===== config.mk =====
export PLATFORM = sky130hd
export DESIGN_NAME = sys_top
export DESIGN_NICKNAME = d
export VERILOG_FILES = /design/src/sys_pkg.sv /design/src/hps_cmd_regs.sv /design/src/audio_mix.sv /design/src/audio_dac.sv /design/src/sync_polarity.sv /design/src/sys_top.sv
export VERILOG_INCLUDE_DIRS = /design/src /design/src/src
export SDC_FILE = /design/constraint.sdc
export NUM_CORES = 1
export LEC_CHECK = 0
export BUFFER_PORTS_ARGS = -buffer_cell sky130_fd_sc_hd__buf_2
export CAP_MARGIN = 20
export CELL_PAD_IN_SITES_DETAIL_PLACEMENT = 0
export CELL_PAD_IN_SITES_GLOBAL_PLACEMENT = 1
export CORE_ASPECT_RATIO = 1.75
export CORE_MARGIN = 5
export CORE_UTILIZATION = 52
export DETAILED_ROUTE_END_ITERATION = 8
export GPL_TIMING_DRIVEN = 0
export PLACE_DENSITY_LB_ADDON = 0.1
export SYNTH_ARGS = -nofsm -noshare
export SYNTH_HDL_FRONTEND = slang
export SYNTH_SLANG_ARGS = --single-unit

===== constraint.sdc =====
create_clock -name clk_sys -period 5.9 [get_ports clk_sys]
set_clock_uncertainty 0.2 [all_clocks]
set_input_delay 0.295 -clock clk_sys [delete_from_list [all_inputs] [get_ports clk_sys]]
set_output_delay 0.295 -clock clk_sys [all_outputs]
set_load 0.05 [all_outputs]

===== src/sys_settings.svh =====
`ifndef SYS_SETTINGS_SVH
`define SYS_SETTINGS_SVH

//////////////////////////////////////////////////////////////////////
// Audio path
//////////////////////////////////////////////////////////////////////

// Width of one audio sample
`define SAMPLE_W 16

// Mixer channels, 0 is left and 1 is right
`define AUD_CHANNELS 2

// Attenuation, mute on top of a 4-bit shift
`define ATT_W 5

//////////////////////////////////////////////////////////////////////
// Video sync
//////////////////////////////////////////////////////////////////////

// Phase length counter, saturating
`define SYNC_CNT_W 16

//////////////////////////////////////////////////////////////////////
// Host command codes
//////////////////////////////////////////////////////////////////////

// LED override mask and state
`define CMD_LED 8'h25

// Volume attenuation
`define CMD_VOLUME 8'h26

`endif


===== src/sys_pkg.sv =====
`default_nettype none

`include "sys_settings.svh"

package sys_pkg;

	// One 16-bit word from the host port, seen through its command
	typedef union packed {
		logic [15:0] raw;

		// First word of a frame
		struct packed {
			logic [7:0] unused;
			logic [7:0] code;
		} cmd;

		// Data of CMD_LED
		struct packed {
			logic [7:0] mask;
			logic [7:0] state;
		} leds;

		// Data of CMD_VOLUME
		struct packed {
			logic [10:0] unused;
			logic        mute;
			logic [3:0]  shift;
		} volume;
	} host_word_u;

	// Signed audio sample
	typedef logic signed [`SAMPLE_W-1:0] sample_t;

	// Cross-feed strength between left and right
	typedef enum logic [1:0] {
		MIX_NONE   = 2'd0,
		MIX_LIGHT  = 2'd1,
		MIX_MEDIUM = 2'd2,
		MIX_MONO   = 2'd3
	} mix_mode_t;

endpackage

`default_nettype wire


===== src/hps_cmd_regs.sv =====
`default_nettype none

`include "sys_settings.svh"

module hps_cmd_regs
	import sys_pkg::*;
(
	input  wire              clk_sys,
	input  wire              resetd,

	input  wire              i_io_clk,
	input  wire              i_io_uio,
	input  wire host_word_u  i_io_din,

	input  wire [1:0]        i_led_power,
	input  wire              i_led_disk,
	input  wire              i_led_user,

	output logic             o_io_ack,
	output logic [`ATT_W-1:0] o_att,
	output logic [7:0]       o_led
);

	logic [1:0] clk_sync;
	logic [1:0] uio_sync;
	logic       io_strobe;
	host_word_u din_r;

	logic       has_cmd;
	logic [7:0] cmd;

	logic [7:0] led_mask;
	logic [7:0] led_state;
	logic [7:0] led_status;
	logic       lamp_power;

	//////////////////////////////////////////////////////////////////////
	// Host port synchronizer
	//////////////////////////////////////////////////////////////////////

	// Two flops per level, ack is the third stage of the host clock
	always_ff @(posedge clk_sys) begin
		if (resetd) begin
			clk_sync <= '0;
			uio_sync <= '0;
			o_io_ack <= 1'b0;
		end else begin
			clk_sync <= {clk_sync[0], i_io_clk};
			uio_sync <= {uio_sync[0], i_io_uio};
			o_io_ack <= clk_sync[1];
		end
	end

	// Rising edge of the synchronized host clock
	assign io_strobe = clk_sync[1] & ~o_io_ack;

	// Host holds the word well before the edge, one stage is enough
	always_ff @(posedge clk_sys) begin
		din_r <= i_io_din;
	end

	//////////////////////////////////////////////////////////////////////
	// Command framing and registers
	//////////////////////////////////////////////////////////////////////

	always_ff @(posedge clk_sys) begin
		if (resetd) begin
			has_cmd   <= 1'b0;
			led_mask  <= '0;
			led_state <= '0;
			o_att     <= '0;
		end else if (!uio_sync[1]) begin
			// Frame closed, next write is a command again
			has_cmd <= 1'b0;
		end else if (io_strobe) begin
			if (!has_cmd) begin
				has_cmd <= 1'b1;
			end else begin
				case (cmd)
					`CMD_LED: begin
						led_mask  <= din_r.leds.mask;
						led_state <= din_r.leds.state;
					end
					`CMD_VOLUME: begin
						o_att <= {din_r.volume.mute, din_r.volume.shift};
					end
					default: begin
						// Unknown command, data dropped
					end
				endcase
			end
		end
	end

	// Command code of the open frame
	always_ff @(posedge clk_sys) begin
		if (io_strobe && uio_sync[1] && !has_cmd) begin
			cmd <= din_r.cmd.code;
		end
	end

	//////////////////////////////////////////////////////////////////////
	// LED bank
	//////////////////////////////////////////////////////////////////////

	// Power lamp steady on unless the core takes it over
	assign lamp_power = i_led_power[1] ? i_led_power[0] : 1'b1;

	// Bit 6 was the PLL lock lamp, now tied low
	assign led_status = {3'b000, lamp_power, 1'b0, i_led_disk, 1'b0, i_led_user};

	assign o_led = (led_mask & led_state) | (~led_mask & led_status);

endmodule

`default_nettype wire


===== src/audio_mix.sv =====
`default_nettype none

`include "sys_settings.svh"

module audio_mix
	import sys_pkg::*;
(
	input  wire                clk_sys,
	input  wire                resetd,

	input  wire sample_t       i_core,
	input  wire                i_signed,
	input  wire mix_mode_t     i_mode,
	input  wire [`ATT_W-1:0]   i_att,
	input  wire sample_t       i_pre_other,

	output sample_t            o_pre,
	output sample_t            o_out
);

	sample_t            d1;
	sample_t            d2;
	sample_t            d3;
	sample_t            ca;

	logic signed [16:0] a1;
	logic signed [16:0] a3;
	logic signed [16:0] a4;

	//////////////////////////////////////////////////////////////////////
	// Glitch filter
	//////////////////////////////////////////////////////////////////////

	// Take a sample only after three equal cycles
	always_ff @(posedge clk_sys) begin
		if (resetd) begin
			d1 <= '0;
			d2 <= '0;
			d3 <= '0;
			ca <= '0;
		end else begin
			d1 <= i_core;
			d2 <= d1;
			d3 <= d2;
			if (d1 == d2 && d2 == d3) begin
				ca <= d3;
			end
		end
	end

	//////////////////////////////////////////////////////////////////////
	// Cross-feed, attenuation and clamp
	//////////////////////////////////////////////////////////////////////

	always_ff @(posedge clk_sys) begin
		if (resetd) begin
			a1    <= '0;
			o_pre <= '0;
			a3    <= '0;
			a4    <= '0;
			o_out <= '0;
		end else begin
			// Unsigned input lands at half scale
			a1 <= i_signed ? {ca[15], ca} : {2'b00, ca[15:1]};

			o_pre <= a1[16:1];

			case (i_mode)
				MIX_NONE:   a3 <= a1;
				MIX_LIGHT:  a3 <= a1 - (a1 >>> 3) + (i_pre_other >>> 2);
				MIX_MEDIUM: a3 <= a1 - (a1 >>> 2) + (i_pre_other >>> 1);
				MIX_MONO:   a3 <= (a1 >>> 1) + i_pre_other;
				default:    a3 <= a1;
			endcase

			if (i_att[`ATT_W-1]) begin
				a4 <= '0;
			end else begin
				a4 <= a3 >>> i_att[`ATT_W-2:0];
			end

			// Saturate when the top two bits disagree
			if (a4[16] != a4[15]) begin
				o_out <= {a4[16], {15{~a4[16]}}};
			end else begin
				o_out <= a4[15:0];
			end
		end
	end

endmodule

`default_nettype wire


===== src/audio_dac.sv =====
`default_nettype none

`include "sys_settings.svh"

module audio_dac
	import sys_pkg::*;
(
	input  wire                              clk_sys,
	input  wire                              resetd,

	input  wire sample_t [`AUD_CHANNELS-1:0] i_samples,

	output logic [`AUD_CHANNELS-1:0]         o_dac
);

	for (genvar ch = 0; ch < `AUD_CHANNELS; ch++) begin : g_ch
		logic [`SAMPLE_W-1:0] acc;
		logic [`SAMPLE_W-1:0] level;

		// Offset binary, zero sample sits at mid density
		assign level = {~i_samples[ch][`SAMPLE_W-1], i_samples[ch][`SAMPLE_W-2:0]};

		// First order loop, carry out is the bit
		always_ff @(posedge clk_sys) begin
			if (resetd) begin
				acc       <= '0;
				o_dac[ch] <= 1'b0;
			end else begin
				{o_dac[ch], acc} <= {1'b0, acc} + {1'b0, level};
			end
		end
	end

endmodule

`default_nettype wire


===== src/sync_polarity.sv =====
`default_nettype none

`include "sys_settings.svh"

module sync_polarity (
	input  wire  clk_sys,
	input  wire  resetd,

	input  wire  i_sync,
	output logic o_sync
);

	logic                   s1;
	logic                   s2;
	logic [`SYNC_CNT_W-1:0] cnt;
	logic [`SYNC_CNT_W-1:0] len_hi;
	logic [`SYNC_CNT_W-1:0] len_lo;
	logic                   pol;

	always_ff @(posedge clk_sys) begin
		if (resetd) begin
			s1     <= 1'b0;
			s2     <= 1'b0;
			cnt    <= '0;
			len_hi <= '0;
			len_lo <= '0;
			pol    <= 1'b0;
		end else begin
			s1 <= i_sync;
			s2 <= s1;

			// Rising edge ends a low phase, falling edge a high one
			if (!s2 && s1) begin
				len_lo <= cnt;
			end
			if (s2 && !s1) begin
				len_hi <= cnt;
			end

			if (s1 != s2) begin
				cnt <= '0;
			end else if (cnt != '1) begin
				cnt <= cnt + 1'b1;
			end

			// Long high phase means the sync is active low
			pol <= len_hi > len_lo;
		end
	end

	assign o_sync = i_sync ^ pol;

endmodule

`default_nettype wire


===== src/sys_top.sv =====
`default_nettype none

`include "sys_settings.svh"

module sys_top
	import sys_pkg::*;
(
	input  wire          clk_sys,
	input  wire          resetd,

	// Host command port
	input  wire          i_io_clk,
	input  wire          i_io_uio,
	input  wire [15:0]   i_io_din,
	output logic         o_io_ack,

	// Core audio
	input  wire sample_t i_audio_l,
	input  wire sample_t i_audio_r,
	input  wire          i_audio_signed,
	input  wire [1:0]    i_audio_mix,

	// Core video sync
	input  wire          i_hs,
	input  wire          i_vs,

	// Core status lamps
	input  wire [1:0]    i_led_power,
	input  wire          i_led_disk,
	input  wire          i_led_user,

	output logic [7:0]   o_led,
	output sample_t      o_audio_l,
	output sample_t      o_audio_r,
	output logic         o_dac_l,
	output logic         o_dac_r,
	output logic         o_hs,
	output logic         o_vs
);

	logic [`ATT_W-1:0]                att;
	mix_mode_t                        mix_mode;
	sample_t [`AUD_CHANNELS-1:0]      core_smp;
	sample_t [`AUD_CHANNELS-1:0]      pre_smp;
	sample_t [`AUD_CHANNELS-1:0]      mix_out;
	logic    [`AUD_CHANNELS-1:0]      dac_bits;

	//////////////////////////////////////////////////////////////////////
	// Host port and registers
	//////////////////////////////////////////////////////////////////////

	hps_cmd_regs u_regs (
		.clk_sys     (clk_sys),
		.resetd      (resetd),
		.i_io_clk    (i_io_clk),
		.i_io_uio    (i_io_uio),
		.i_io_din    (i_io_din),
		.i_led_power (i_led_power),
		.i_led_disk  (i_led_disk),
		.i_led_user  (i_led_user),
		.o_io_ack    (o_io_ack),
		.o_att       (att),
		.o_led       (o_led)
	);

	//////////////////////////////////////////////////////////////////////
	// Audio
	//////////////////////////////////////////////////////////////////////

	assign mix_mode = mix_mode_t'(i_audio_mix);
	assign core_smp = {i_audio_r, i_audio_l};

	// Each channel takes its cross-feed from the other one
	for (genvar ch = 0; ch < `AUD_CHANNELS; ch++) begin : g_mix
		audio_mix u_mix (
			.clk_sys     (clk_sys),
			.resetd      (resetd),
			.i_core      (core_smp[ch]),
			.i_signed    (i_audio_signed),
			.i_mode      (mix_mode),
			.i_att       (att),
			.i_pre_other (pre_smp[ch ^ 1]),
			.o_pre       (pre_smp[ch]),
			.o_out       (mix_out[ch])
		);
	end

	audio_dac u_dac (
		.clk_sys   (clk_sys),
		.resetd    (resetd),
		.i_samples (mix_out),
		.o_dac     (dac_bits)
	);

	assign o_audio_l = mix_out[0];
	assign o_audio_r = mix_out[1];
	assign o_dac_l   = dac_bits[0];
	assign o_dac_r   = dac_bits[1];

	//////////////////////////////////////////////////////////////////////
	// Sync polarity
	//////////////////////////////////////////////////////////////////////

	sync_polarity u_sync_h (
		.clk_sys (clk_sys),
		.resetd  (resetd),
		.i_sync  (i_hs),
		.o_sync  (o_hs)
	);

	sync_polarity u_sync_v (
		.clk_sys (clk_sys),
		.resetd  (resetd),
		.i_sync  (i_vs),
		.o_sync  (o_vs)
	);

endmodule

`default_nettype wire


==> impl_metrics.csv <==
group,metric,value,unit
critical_path,crit_family,"compound AO/OA/AOI/OAI gates",
timing,relSlewSlack,24.0,%
logic_synthesis,synth_top_family_by_area,"simple AND/OR/NAND/NOR gates",
pwr,p_clk_share,44.4,%
critical_path,worstPathArrival,4.69,ns
critical_path,end_kind,"flop",
route,routed_wl,70.2,mm
pwr,intPower,5.15,mW
status,status,"finished, final reports clean",
critical_path,worst_path_max_delay_cell,"a2111oi_0",
clock_tree,cts_resized,0,
timing,hold_slack,0.157,ns
timing,hold_violations,0,
route,vias_per_cell,5.58,
clock_tree,clock_path_buffers,3,
global_route,grt_pass1_vias,20800,
floorplanning,die_w,176,µm
critical_path,critPathRequiredTime,6.19,ns
timing,tns,0,ns
global_route,antenna_found_initial,1,
logic_synthesis,synthCells,2715,
clock_tree,cts_tree,"done",
clock_tree,cts_root_buf,"clkbuf_16",
floorplanning,die_h,301,µm
timing,tightest_slew,1.14,ns
timing,rsz0062_at_grt,"false",
critical_path,crit_type,"flop to flop",
floorplanning,core_area,47700,µm²
floorplanning,dieArea,52900,µm²
critical_path,crit_chain,"inv_1, fa_1, inv_1, ha_1, a2111oi_0, o21a_1, nor3_1, o31ai_1, xnor2_1, a31oi_1, a41o_1, a21oi_1",
pwr,ir_drop,0.000278,V
global_route,grt_pass1_wl,110,mm
critical_path,critPathLaunchType,"flop",
hold_path,hp-class,"input port to flop",
clock_tree,cts_made_buffers,44,
pwr,p_sw,1.56,mW
route,dr.pass1.iters,7,
clock_tree,clock_latency,0.57,ns
route,first_iter_violations,770,
logic_synthesis,postSynthAreaPerCell,9.25,µm²
logic_synthesis,synth_cell_type_count,83,
critical_path,worstPathMaxFanout,5,
logic_synthesis,synth_seq_cells,477,
global_route,grt_max_degree,16,
pwr,power.total,6.71,mW
floorplanning,io_pins,106,
logic_synthesis,ys_warn_count,0,
pwr,switching_share,23.2,%
placed_design,gp_congestion,0.984,
clock_tree,cts.sinks,477,
logic_synthesis,synth_nets,3018,
route,num_vias,19800,
logic_synthesis,synth-edff-count,8,
timing,final-max-slew-violation-count,0,
placed_design,io_buffers,102,
logic_synthesis,synth-compound-area-share,12.1,%
floorplanning,num_rows,106,
cells_and_area,nNetsFinal,3220,
global_route,track_usage,26.4,%
logic_synthesis,netlist_area,25100,µm²
logic_synthesis,muxShareOfSynthArea,9.54,%
cells_and_area,final_area,28400,µm²
timing,final.min_clock_period,4.40,ns
logic_synthesis,ys_seq_area_share,38.4,%
logic_synthesis,synth_ff_type,"dfxtp_1",
logic_synthesis,async_flop_share,0,%
pwr,power_frac_comb,5.9,%
route,drc,0,
global_route,gr-total-overflow,0,
clock_tree,cts.clk_slew.worst_paths,0.06,ns
cells_and_area,drive_above_1_share,8.64,%
placed_design,placed_area,26400,µm²
floorplanning,start_util,52.6,%
pwr,power_density,236,nW/µm²
cells_and_area,nFillCells,4300,
placed_design,dp.final_hpwl,56.3,mm
timing,finalCritPeriodShare,74.6,%
timing,finalSetupViolCount,0,
logic_synthesis,synthSimpleGateAreaFrac,16.2,%
critical_path,crit_top_cell,"inv_1",
critical_path,max_stage_delay,0.67,ns
pwr,leakage,12.4,nW
timing,max_freq,227,MHz
run,max_cap_violations,0,
logic_synthesis,synth-xor-area-share,4.50,%
critical_path,crit_buf_inv,2,
logic_synthesis,yosys.area_share.adder,13.9,%
clock_tree,htree_levels,2,
pwr,p_seq_share,49.7,%
route,ant_nets,0,
cells_and_area,syn_to_final_growth,13.2,%
route,routedWlPerCell,19.8,µm
cells in the mapped netlist (all sizes together) (57+ instances only):
library cell | instances | area, µm²
mux2i | 155 | 1550
nor2b | 134 | 846
inv | 251 | 942
dfxtp | 469 | 9390
xnor2 | 72 | 631
ha | 182 | 2280
clkbuf | 93 | 349
o21ai | 62 | 310
nand2 | 150 | 563
nor2 | 329 | 1230
a21oi | 155 | 776
fa | 60 | 1200
xor2 | 57 | 499
cells by family (layout without fill, tap and decap cells):
kind of cell    after synthesis  after routing
simple gates                851            851
flops                       477            477
compound gates              456            456
buf+inv                     361            597
fa+ha+maj                   242            242
mux                         199            199
xor+xnor                    129            129
other cells                   0              1
stage by stage:
stage | cells | utilization, % | worst slack, ns
6_report | 3546 | 59.5 | 1.50
5_1_grt | 3545 | 59.5 | 1.46
4_1_cts | 3545 | 59.5 | 1.61
3_5_place_dp | 3411 | 55.2 | 1.64
3_3_place_gp | 3411 | 55.2 | 1.71
2_1_floorplan | 2715 | - | 2.54
sequential cells by signal (all words and copies together) (netlist names), 5 cells and up:
| register | cells |
|---|---|
| g_mix.u_mix.o_out | 32 |
| g_mix.u_mix.a3 | 34 |
| u_sync_h.len_lo | 16 |
| u_regs.led_state | 8 |
| u_sync_h.len_hi | 16 |
| u_sync_v.len_hi | 16 |
| g_mix.u_mix.d1 | 32 |
| u_regs.din_r | 16 |
| u_regs.cmd | 8 |
| g_mix.u_mix.ca | 32 |
| g_mix.u_mix.a4 | 34 |
| g_mix.u_mix.a1 | 32 |
| u_regs.o_att | 5 |
| u_regs.led_mask | 8 |
| u_sync_h.cnt | 16 |
| g_mix.u_mix.d3 | 32 |
| g_mix.u_mix.d2 | 32 |
| u_sync_v.len_lo | 16 |
| g_mix.u_mix.o_pre | 30 |
| u_sync_v.cnt | 16 |
| u_dac.g_ch.acc | 32 |
power groups by stage:
stage | logic [mW] | registers, mW | clock network [mW]
detailed placement | 0.373 | 3.41 | 0
finish | 0.397 | 3.33 | 2.98
global route | 0.433 | 3.34 | 3.17
floorplan | 0.221 | 3.42 | 0
CTS | 0.402 | 3.33 | 3.05
global placement | 0.367 | 3.40 | 0
layout make-up:
cell class | instances | area (µm²) | area share [%]
antenna | 1 | 2.50 | 0.00880
multi-input combinational | 1877 | 14100 | 49.6
sequential | 477 | 9630 | 33.9
tap | 594 | 743 | 2.61
clock buffer | 62 | 1280 | 4.50
buffer | 109 | 422 | 1.48
inverter | 252 | 946 | 3.33
clock inverter | 18 | 241 | 0.850
timing repair buffer | 156 | 1050 | 3.70
layout by cell type, fill, tap and decap left out, types with 31 or more instances in the layout:
cell / Yosys / final
ha_1: 182 / 182
nor2_1: 329 / 329
mux2i_1: 155 / 155
mux4_2: 31 / 31
clkbuf_1: 93 / 101
dfxtp_1: 469 / 469
dlygate4sd3_1: 0 / 54
a21oi_1: 155 / 155
nor2b_1: 133 / 133
nor3_1: 50 / 50
a21o_1: 32 / 32
fa_1: 60 / 60
inv_1: 250 / 250
nand2_1: 150 / 150
xnor2_1: 72 / 72
and3_1: 35 / 35
buf_2: 4 / 106
o21ai_0: 60 / 60
xor2_1: 57 / 57
clkbuf_16: 0 / 45
nand3_1: 35 / 35
a211oi_1: 52 / 52
layer usage:
layer	up-vias	global-route usage [%]	share of wire, %
met5	-	0	0
met4	0	17.4	7.9
met3	250	3.18	3.4
met2	452	53.1	56
met1	9456	24.0	33
li1	9633	-	-
path summary, 6_finish.rpt:
check                                  startpoint                               end  slack, ns  cells after the start
setup / recovery  g_mix[0].u_mix.a1[4]$_SDFF_PP0_  g_mix[0].u_mix.a3[14]$_SDFF_PP0_       1.50                     12
hold / removal                        i_io_din[4]           u_regs.din_r[4]$_DFF_P_       0.16                      2
setup reg to reg  g_mix[0].u_mix.a1[4]$_SDFF_PP0_  g_mix[0].u_mix.a3[14]$_SDFF_PP0_       1.50                     12
hold reg to reg          u_regs.din_r[10]$_DFF_P_   u_regs.led_mask[2]$_SDFFE_PP0P_       0.24                      2
timing repair:
action / in CTS / in global routing
endpoints found under the hold margin: 55 / 0
hold buffers: 54 / 0
setup buffers: 0 / 0
No activity file was read; power rests on OpenSTA's default activity.
